--- src/rtl/bp_pkg.sv ---
`default_nettype none

package bp_pkg;

	////////////////////////////////////////////////////////////
	// table geometry
	////////////////////////////////////////////////////////////

	// word PC, split as {tag, set}
	localparam int pc_w  = 10;
	localparam int set_w = 4;
	localparam int tag_w = 6;
	localparam int way_w = 2;
	localparam int ways  = 4;
	localparam int sets  = 16;

	////////////////////////////////////////////////////////////
	// entry word layout
	////////////////////////////////////////////////////////////

	// {valid, isr bit, pc tag, target, counter}
	localparam int entry_w   = 20;
	localparam int valid_bit = 19;
	// tag_hi is the interrupt-mode bit
	localparam int tag_hi    = 18;
	localparam int tag_lo    = 12;
	localparam int tgt_hi    = 11;
	localparam int tgt_lo    = 2;
	localparam int ctr_hi    = 1;
	localparam int ctr_lo    = 0;

	// install states of the 2-bit counter
	localparam logic [1:0] ctr_wnt = 2'd1;
	localparam logic [1:0] ctr_st  = 2'd3;

	// execute correction codes for the next-PC mux
	localparam logic [1:0] corr_none = 2'd0;
	localparam logic [1:0] corr_cni  = 2'd2;
	localparam logic [1:0] corr_pbt  = 2'd3;

endpackage

`default_nettype wire
--- src/rtl/bht_port_if.sv ---
`default_nettype none

interface bht_port_if import bp_pkg::*; ();

	// lookup side: set index and {isr, pc tag}
	logic [set_w-1:0] set;
	logic [tag_w:0] tag;
	// table side: all four ways of the addressed set
	logic [ways-1:0][entry_w-1:0] way_words;
	// lookup result, entry is zero on a miss or a multi-hit
	logic hit;
	logic [way_w-1:0] hit_way;
	logic [entry_w-1:0] entry;

	modport tbl (input set, tag, hit, hit_way, entry, output way_words);
	modport lookup (output set, tag, hit, hit_way, entry, input way_words);

endinterface

`default_nettype wire

--- src/rtl/branch_predict_unit.sv ---
`default_nettype none

module branch_predict_unit import bp_pkg::*; (
	input wire logic CLK,
	input wire logic nrst,
	input wire logic en,
	input wire logic stall,
	input wire logic isr_running,
	input wire logic [pc_w-1:0] if_pc,
	input wire logic [pc_w-1:0] id_pc,
	input wire logic [pc_w-1:0] id_target,
	input wire logic id_is_jump,
	input wire logic id_is_btype,
	input wire logic [pc_w-1:0] exe_pc,
	input wire logic exe_z,
	input wire logic exe_less,
	input wire logic [5:0] exe_btype,
	output logic if_prediction,
	output logic [pc_w-1:0] if_pbt,
	output logic [1:0] correction,
	output logic [pc_w-1:0] exe_pbt,
	output logic [pc_w-1:0] exe_cni,
	output logic flush,
	output logic jump_in_bht,
	output logic [pc_w-1:0] next_pc
);

	bht_port_if if_port ();
	bht_port_if id_port ();
	bht_port_if exe_port ();

	logic id_install_req;
	logic upd_en;
	logic mispredict;
	logic [1:0] upd_ctr;

	////////////////////////////////////////////////////////////
	// table and its three lookups
	////////////////////////////////////////////////////////////

	// control-flow op in decode that is not in the table yet
	assign id_install_req = (id_is_btype || id_is_jump) && !id_port.hit;

	bht_storage storage_i (
		.CLK(CLK), .nrst(nrst), .en(en), .stall(stall), .isr_running(isr_running),
		.rd_if(if_port), .rd_id(id_port), .rd_exe(exe_port),
		.id_install_req(id_install_req), .id_target(id_target), .id_is_jump(id_is_jump),
		.upd_en(upd_en), .upd_ctr(upd_ctr)
	);

	bht_lookup if_lookup_i (.pc(if_pc), .isr_running(isr_running), .port(if_port));
	bht_lookup id_lookup_i (.pc(id_pc), .isr_running(isr_running), .port(id_port));
	bht_lookup exe_lookup_i (.pc(exe_pc), .isr_running(isr_running), .port(exe_port));

	// fetch prediction straight from the hit entry, zero on a miss
	assign if_prediction = if_port.entry[ctr_hi];
	assign if_pbt = if_port.entry[tgt_hi:tgt_lo];

	////////////////////////////////////////////////////////////
	// execute, flush and next PC
	////////////////////////////////////////////////////////////

	branch_resolve resolve_i (
		.exe_pc(exe_pc), .exe_z(exe_z), .exe_less(exe_less), .exe_btype(exe_btype),
		.exe_hit(exe_port.hit), .exe_entry(exe_port.entry),
		.correction(correction), .exe_pbt(exe_pbt), .exe_cni(exe_cni),
		.upd_en(upd_en), .mispredict(mispredict), .upd_ctr(upd_ctr)
	);

	flush_ctrl flush_i (
		.CLK(CLK), .nrst(nrst), .en(en), .mispredict(mispredict),
		.id_is_jump(id_is_jump), .id_hit(id_port.hit),
		.flush(flush), .jump_in_bht(jump_in_bht)
	);

	next_pc_select npc_i (
		.if_pc(if_pc), .if_pbt(if_pbt), .if_prediction(if_prediction),
		.correction(correction), .exe_pbt(exe_pbt), .exe_cni(exe_cni),
		.next_pc(next_pc)
	);

endmodule

`default_nettype wire

--- src/rtl/next_pc_select.sv ---
`default_nettype none

module next_pc_select import bp_pkg::*; (
	input wire logic [pc_w-1:0] if_pc,
	input wire logic [pc_w-1:0] if_pbt,
	input wire logic if_prediction,
	input wire logic [1:0] correction,
	input wire logic [pc_w-1:0] exe_pbt,
	input wire logic [pc_w-1:0] exe_cni,
	output logic [pc_w-1:0] next_pc
);

	// execute correction overrides the fetch guess
	always_comb begin
		case (correction)
			corr_pbt: next_pc = exe_pbt;
			corr_cni: next_pc = exe_cni;
			default: begin
				if (if_prediction) begin
					next_pc = if_pbt;
				end else begin
					// word addressing, so sequential is plus one
					next_pc = if_pc + pc_w'(1);
				end
			end
		endcase
	end

endmodule

`default_nettype wire

--- src/rtl/flush_ctrl.sv ---
`default_nettype none

module flush_ctrl import bp_pkg::*; (
	input wire logic CLK,
	input wire logic nrst,
	input wire logic en,
	input wire logic mispredict,
	input wire logic id_is_jump,
	input wire logic id_hit,
	output logic flush,
	output logic jump_in_bht
);

	// high in the cycle after a flush source
	logic ext_q;
	logic ext_d;

	// arm on a mispredict or on a jump that is not yet installed
	assign ext_d = mispredict || (id_is_jump && !id_hit);

	always_ff @(posedge CLK) begin
		if (!nrst) begin
			ext_q <= 1'b0;
		end else if (en) begin
			ext_q <= ext_d;
		end
	end

	// a jump install flushes only next cycle while a mispredict flushes now as well
	assign flush = mispredict || ext_q;

	// jump found in table so fetch was already sent to its target
	assign jump_in_bht = id_is_jump && id_hit;

endmodule

`default_nettype wire

--- src/rtl/branch_resolve.sv ---
`default_nettype none

module branch_resolve import bp_pkg::*; (
	input wire logic [pc_w-1:0] exe_pc,
	input wire logic exe_z,
	input wire logic exe_less,
	input wire logic [5:0] exe_btype,
	input wire logic exe_hit,
	input wire logic [entry_w-1:0] exe_entry,
	output logic [1:0] correction,
	output logic [pc_w-1:0] exe_pbt,
	output logic [pc_w-1:0] exe_cni,
	output logic upd_en,
	output logic mispredict
	,
	output logic [1:0] upd_ctr
);

	logic is_br;
	logic taken;
	logic [1:0] ctr;

	// btype is one-hot: beq, bne, blt, bge, bltu, bgeu from msb down
	assign is_br = |exe_btype;
	// the ALU already resolved signed vs unsigned into less
	assign taken = |(exe_btype & {exe_z, !exe_z, exe_less, !exe_less, exe_less, !exe_less});

	assign ctr = exe_entry[ctr_hi:ctr_lo];

	// only a branch that is in the table gets trained or corrected
	assign upd_en = is_br && exe_hit;
	// counter msb is what fetch predicted
	assign mispredict = upd_en && (ctr[1] != taken);

	always_comb begin
		if (!mispredict) begin
			correction = corr_none;
		end else if (taken) begin
			correction = corr_pbt;
		end else begin
			correction = corr_cni;
		end
	end

	assign exe_pbt = exe_entry[tgt_hi:tgt_lo];
	// fall-through address rebuilt from stored tag and set
	assign exe_cni = {exe_entry[tag_hi-1:tag_lo], exe_pc[set_w-1:0]} + pc_w'(1);

	// saturating up/down counter
	always_comb begin
		if (taken) begin
			upd_ctr = (ctr == 2'd3) ? ctr : ctr + 2'd1;
		end else begin
			upd_ctr = (ctr == 2'd0) ? ctr : ctr - 2'd1;
		end
	end

endmodule

`default_nettype wire

--- src/rtl/bht_lookup.sv ---
`default_nettype none

module bht_lookup import bp_pkg::*; (
	input wire logic [pc_w-1:0] pc,
	input wire logic isr_running,
	bht_port_if.lookup port
);

	logic [ways-1:0] match;
	logic [way_w-1:0] way_sel;

	// low bits pick the set, upper bits plus isr mode form the tag
	assign port.set = pc[set_w-1:0];
	assign port.tag = {isr_running, pc[pc_w-1:set_w]};

	// one-hot compare against the valid ways
	always_comb begin
		for (int w = 0; w < ways; w++) begin
			match[w] = port.way_words[w][valid_bit] &&
				(port.way_words[w][tag_hi:tag_lo] == port.tag);
		end
	end

	// encode the matching way
	always_comb begin
		way_sel = '0;
		for (int w = 0; w < ways; w++) begin
			if (match[w]) begin
				way_sel = way_w'(w);
			end
		end
	end

	assign port.hit = |match;
	assign port.hit_way = way_sel;
	// a duplicate tag in the set is treated as no usable entry
	assign port.entry = $onehot(match) ? port.way_words[way_sel] : '0;

endmodule

`default_nettype wire

--- src/rtl/bht_storage.sv ---
`default_nettype none

module bht_storage import bp_pkg::*; (
	input wire logic CLK,
	input wire logic nrst,
	input wire logic en,
	input wire logic stall,
	input wire logic isr_running,
	bht_port_if.tbl rd_if,
	bht_port_if.tbl rd_id,
	bht_port_if.tbl rd_exe,
	input wire logic id_install_req,
	input wire logic [pc_w-1:0] id_target,
	input wire logic id_is_jump,
	input wire logic upd_en,
	input wire logic [1:0] upd_ctr
);

	localparam int idx_w = set_w + way_w;

	// payload of each entry, everything below the valid bit
	logic [entry_w-2:0] mem [sets*ways];
	// valid bits kept apart so that reset only touches these
	logic [sets*ways-1:0] valid_q;
	// per-set FIFO replacement pointer
	logic [way_w-1:0] fifo_q [sets];

	logic install;
	logic [idx_w-1:0] inst_idx;
	logic [idx_w-1:0] upd_idx;
	logic [1:0] inst_ctr;

	////////////////////////////////////////////////////////////
	// read ports
	////////////////////////////////////////////////////////////

	// gathers the four ways of one set into full entry words
	function automatic logic [ways-1:0][entry_w-1:0] set_words(input logic [set_w-1:0] s);
		logic [ways-1:0][entry_w-1:0] words;
		logic [idx_w-1:0] idx;
		for (int w = 0; w < ways; w++) begin
			idx = {s, way_w'(w)};
			words[w] = {valid_q[idx], mem[idx]};
		end
		return words;
	endfunction

	always_comb rd_if.way_words = set_words(rd_if.set);
	always_comb rd_id.way_words = set_words(rd_id.set);
	always_comb rd_exe.way_words = set_words(rd_exe.set);

	////////////////////////////////////////////////////////////
	// writes
	////////////////////////////////////////////////////////////

	// only a decode miss installs, even if the request says otherwise
	assign install = id_install_req && !rd_id.hit;
	// victim slot is wherever the set's pointer sits
	assign inst_idx = {rd_id.set, fifo_q[rd_id.set]};
	assign upd_idx = {rd_exe.set, rd_exe.hit_way};
	// jumps start strongly taken, branches weakly not taken
	assign inst_ctr = id_is_jump ? ctr_st : ctr_wnt;

	// control state: valid bits and FIFO pointers
	always_ff @(posedge CLK) begin
		if (!nrst) begin
			valid_q <= '0;
			for (int s = 0; s < sets; s++) begin
				fifo_q[s] <= '0;
			end
		end else if (en && !stall) begin
			if (install) begin
				valid_q[inst_idx] <= 1'b1;
				// pointer wraps after way 3
				fifo_q[rd_id.set] <= fifo_q[rd_id.set] + way_w'(1);
			end
		end
	end

	// payload, install wins over a counter update in the same cycle
	always_ff @(posedge CLK) begin
		if (en && !stall) begin
			if (install) begin
				mem[inst_idx] <= {isr_running, rd_id.tag[tag_w-1:0], id_target, inst_ctr};
			end else if (upd_en) begin
				// target and tag stay, only the counter moves
				mem[upd_idx][ctr_hi:ctr_lo] <= upd_ctr;
			end
		end
	end

endmodule

`default_nettype wire

--- config.mk ---
export PLATFORM = sky130hd
export DESIGN_NAME = branch_predict_unit
export DESIGN_NICKNAME = d
export VERILOG_FILES = /design/src/rtl/bp_pkg.sv /design/src/rtl/bht_port_if.sv /design/src/rtl/branch_predict_unit.sv /design/src/rtl/next_pc_select.sv /design/src/rtl/flush_ctrl.sv /design/src/rtl/branch_resolve.sv /design/src/rtl/bht_lookup.sv /design/src/rtl/bht_storage.sv
export SDC_FILE = /design/constraint.sdc
export NUM_CORES = 2
export LEC_CHECK = 0
export ABC_CLOCK_PERIOD_IN_PS = 9600
export BUFFER_PORTS_ARGS = -buffer_cell sky130_fd_sc_hd__buf_2
export CORE_ASPECT_RATIO = 1.25
export CORE_MARGIN = 10
export CORE_UTILIZATION = 60
export CTS_CLUSTER_SIZE = 25
export DETAILED_ROUTE_END_ITERATION = 10
export PLACE_DENSITY_LB_ADDON = 0.25
export SYNTH_ARGS = -nofsm -noshare
export SYNTH_HDL_FRONTEND = slang
export SYNTH_SLANG_ARGS = --single-unit
--- constraint.sdc ---
create_clock -name CLK -period 9.6 [get_ports CLK]
set_clock_uncertainty 0.2 [all_clocks]
set_input_delay 1.44 -clock CLK [delete_from_list [all_inputs] [get_ports CLK]]
set_output_delay 1.44 -clock CLK [all_outputs]
set_load 0.03 [all_outputs]
==> impl_metrics.py <==
metrics = {
    "hold_path": {
        "min_path_cells": 2,
        "min_from": "storage_i.valid_q[34]",
        "whs_endpoint": "storage_i.valid_q[34]",
        "hold_path.class": "reg2reg",
    },
    "routing": {
        "routed_wl_um": 203000,
        "wirelength_met1_um": 69200,
        "drt_iter0_markers": 5883,
        "ant_nets": 0,
        "firstDrtPassIters": 6,
        "wl_met2_um": 96600,
        "vias": 41627,
        "top_layer": "met5",
        "wl_per_cell_um": 36.8,
        "dr_wl_met3_um": 23000,
        "vias_per_cell": 7.55,
        "drc": 0,
    },
    "timing": {
        "rsz0062_at_grt": "no",
        "period_share_pct": 95.1,
        "finalSetupViolCount": 0,
        "layout_min_cycle_time_ns": 9.13,
        "max_slew_margin_pct": 20.3,
        "tightestPinTransition_ns": 1.19,
        "timing.fmax_ghz": 0.110,
        "hold_viol": 0,
        "tns_ns": 0,
        "holdWs_ns": 0.281,
        "slew_viol_final": 0,
    },
    "setup_path": {
        "r2r_start": "storage_i.mem[13][12]",
        "cp_max_fo": 67,
        "r2r_cells": 13,
        "regToRegSetupSlack_ns": 3.00,
        "cp-end-kind": "output port",
        "worstPathRequired_ns": 7.96,
        "setup.worst_path.start_class": "input pin",
        "crit_arrival_ns": 7.49,
        "path_class": "in2out",
        "rr_endpoint": "storage_i.mem[48][17]",
    },
    "power_and_ir_drop": {
        "irDropWorstVdd_uv": 155,
        "leakagePower_nw": 24.4,
        "p_comb_share_pct": 9.8,
        "p_sw_w": 0.00291,
        "seq_power_share_pct": 49.6,
        "power.density_mw_per_mm2": 170,
        "p_int_w": 0.00975,
        "swShare_pct": 23.0,
        "pwr-share-clk_pct": 40.6,
    },
    "synth": {
        "async_flop_share_pct": 0,
        "syn_area_mm2": 0.0675,
        "synth_edf_count": 1248,
        "ys.flop_type": "edfxtp_1",
        "synth_cell_type_count": 78,
        "netlist_instances": 3848,
        "syn-num-nets": 3917,
        "ys_seq_area_share_pct": 57.4,
        "avgSynthCellArea_um2": 17.6,
        "ys_warn_count": 0,
        "ys_ff_latch": 1313,
    },
    "floorplanning": {
        "rows": 137,
        "num_io_pins": 100,
        "start_util_pct": 60.4,
        "dieArea_mm2": 0.126,
        "dieHeight_um": 395,
        "coreArea_mm2": 0.112,
        "die_x_um": 320,
    },
    "global_routing": {
        "grt_max_degree": 116,
        "grt_pass1_vias": 41653,
        "grt_pass1_wl_um": 291000,
        "grt_antenna_before_repair": 7,
        "grt_remaining_overflow": 0,
        "grt.total_usage_pct": 32.0,
    },
    "final_layout": {
        "final.fill_count": 7298,
        "nNetsFinal": 4025,
        "syn_to_final_growth_pct": 10.5,
        "antenna_cells": 0,
        "drive_gt1_share_pct": 34.0,
    },
    "placed_design": {
        "gp_congestion": 1.01,
        "dp_hpwl_um": 130000,
        "io_buffers": 99,
    },
    "run_status": {
        "status": "finished clean",
    },
    "clock_tree": {
        "insertion_delay_ns": 0.76,
        "cts_tree": "yes",
        "ctsHoldBuffers": 0,
        "cts_resized": 0,
        "cts_inserted_buffers": 131,
        "path_clk_slew_ns": 0.06,
        "cts.sinks": 1313,
        "root_buffer": "clkbuf_16",
        "post_cts_buffers": 0,
        "htreeDepth": 4,
        "clk_path_buf_depth": 3,
    },
    "flow_run": {
        "maxCapViolations": 0,
    },
}
-- worst max-delay path: stages --
cell and delay (ns):
buf_8 0.37, buf_12 0.45, mux4_2 0.56, mux2_2 0.29
mux2i_1 0.20, xor2_1 0.17, nand4_1 0.11, nand4bb_1 0.47
ha_1 0.45, ha_1 0.21, fa_1 0.47, nor2_1 0.14
nand2_1 0.25, nor3_1 0.25, mux2i_1 0.16, o21ai_0 0.23
a31oi_1 0.22, mux2i_1 0.66, buf_2 0.34
-- synthesized netlist by cell type, drive strengths merged (15+ instances only) --
cell type	number	area, um^2
mux2	29	330
nand3	15	75.1
nor2	209	785
mux2i	332	3340
nor2b	24	150
xor2	31	272
mux4	763	17200
a21oi	50	250
a211oi	49	368
dfxtp	65	1300
nand2	217	815
o21ai	101	509
nand4	19	119
edfxtp	1248	37500
buf	172	1010
o221ai	89	780
o22ai	49	307
xnor2	72	631
clkbuf	151	567
and2	17	106
-- cell type report --
class	count	area [um^2]	area share [%]
clock inverter	65	732	0.981
tap	1459	1830	2.45
clock buffer	166	3480	4.67
sequential	1313	38800	52.0
multi-input combinational	2195	27500	36.8
inverter	17	72.6	0.0973
timing repair buffer	298	2260	3.02
-- state kept, by name (all words and copies together), names as in the netlist --
name	cells
flush_i.ext_q	1
storage_i.mem	1216
storage_i.valid_q	64
storage_i.fifo_q	32
-- cell families (layout without fill, tap and decap cells) --
kind of cell               Yosys count  count (layout)  synth area share [%]
adders and majority gates           16              16                 0.313
xor gates and xnor gates           103             103                  1.34
buffers and inverters              340             546                  2.44
DFF                               1313            1313                  57.4
muxes                             1124            1124                  30.9
and+or+nand+nor                    563             563                  3.70
AOI/OAI and AO/OA                  389             389                  3.89
-- placed cells by master (no fill, tap or decap), types with 65 or more instances in the layout --
cell type,n
o21ai_0,84
dfxtp_1,65
mux2i_1,331
buf_4,187
buf_2,88
clkbuf_16,134
xnor2_1,72
nor2_1,145
edfxtp_1,1248
mux4_2,757
o221ai_1,89
nand2_1,216
-- metrics by stage --
stage | setup WS (ns) | util (%) | cells | power (W) | cell area, um^2
after floorplan | 0.0832 | - | 3848 | 0.00724 | 67500
after global placement | 0.607 | 63.0 | 5282 | 0.00761 | 70400
after detailed placement | 0.644 | 63.0 | 5282 | 0.00763 | 70400
after CTS | 0.640 | 66.8 | 5513 | 0.0127 | 74600
after global routing | 0.150 | 66.8 | 5513 | 0.0130 | 74600
final | 0.468 | 66.8 | 5513 | 0.0127 | 74600
-- power groups by stage --
stage	Combinational [W]	Sequential, W	Clock [W]
2_1_floorplan	0.000832	0.00641	0
3_3_place_gp	0.00121	0.00641	0
3_5_place_dp	0.00122	0.00641	0
4_1_cts	0.00122	0.00629	0.00517
5_1_grt	0.00129	0.00628	0.00541
6_report	0.00124	0.00629	0.00514
-- how the worst max path moves through the flow --
stage          cells after the start         end       from  slack, ns
6_report                          19  next_pc[8]  exe_pc[0]       0.47
5_1_grt                           19  next_pc[8]  exe_pc[0]       0.15
4_1_cts                           19  next_pc[8]  exe_pc[0]       0.64
3_5_place_dp                      19  next_pc[8]  exe_pc[0]       0.64
3_3_place_gp                      19  next_pc[8]  exe_pc[0]       0.61
2_1_floorplan                     26  next_pc[1]  exe_pc[0]       0.08
-- layer usage --
metal / up-vias / global-route usage (%)
li1: 16373 / -
met1: 21504 / 41.1
met2: 3073 / 50.2
met3: 665 / 6.98
met4: 12 / 18.9
met5: - / 0
No activity file was read; power rests on OpenSTA's default activity.
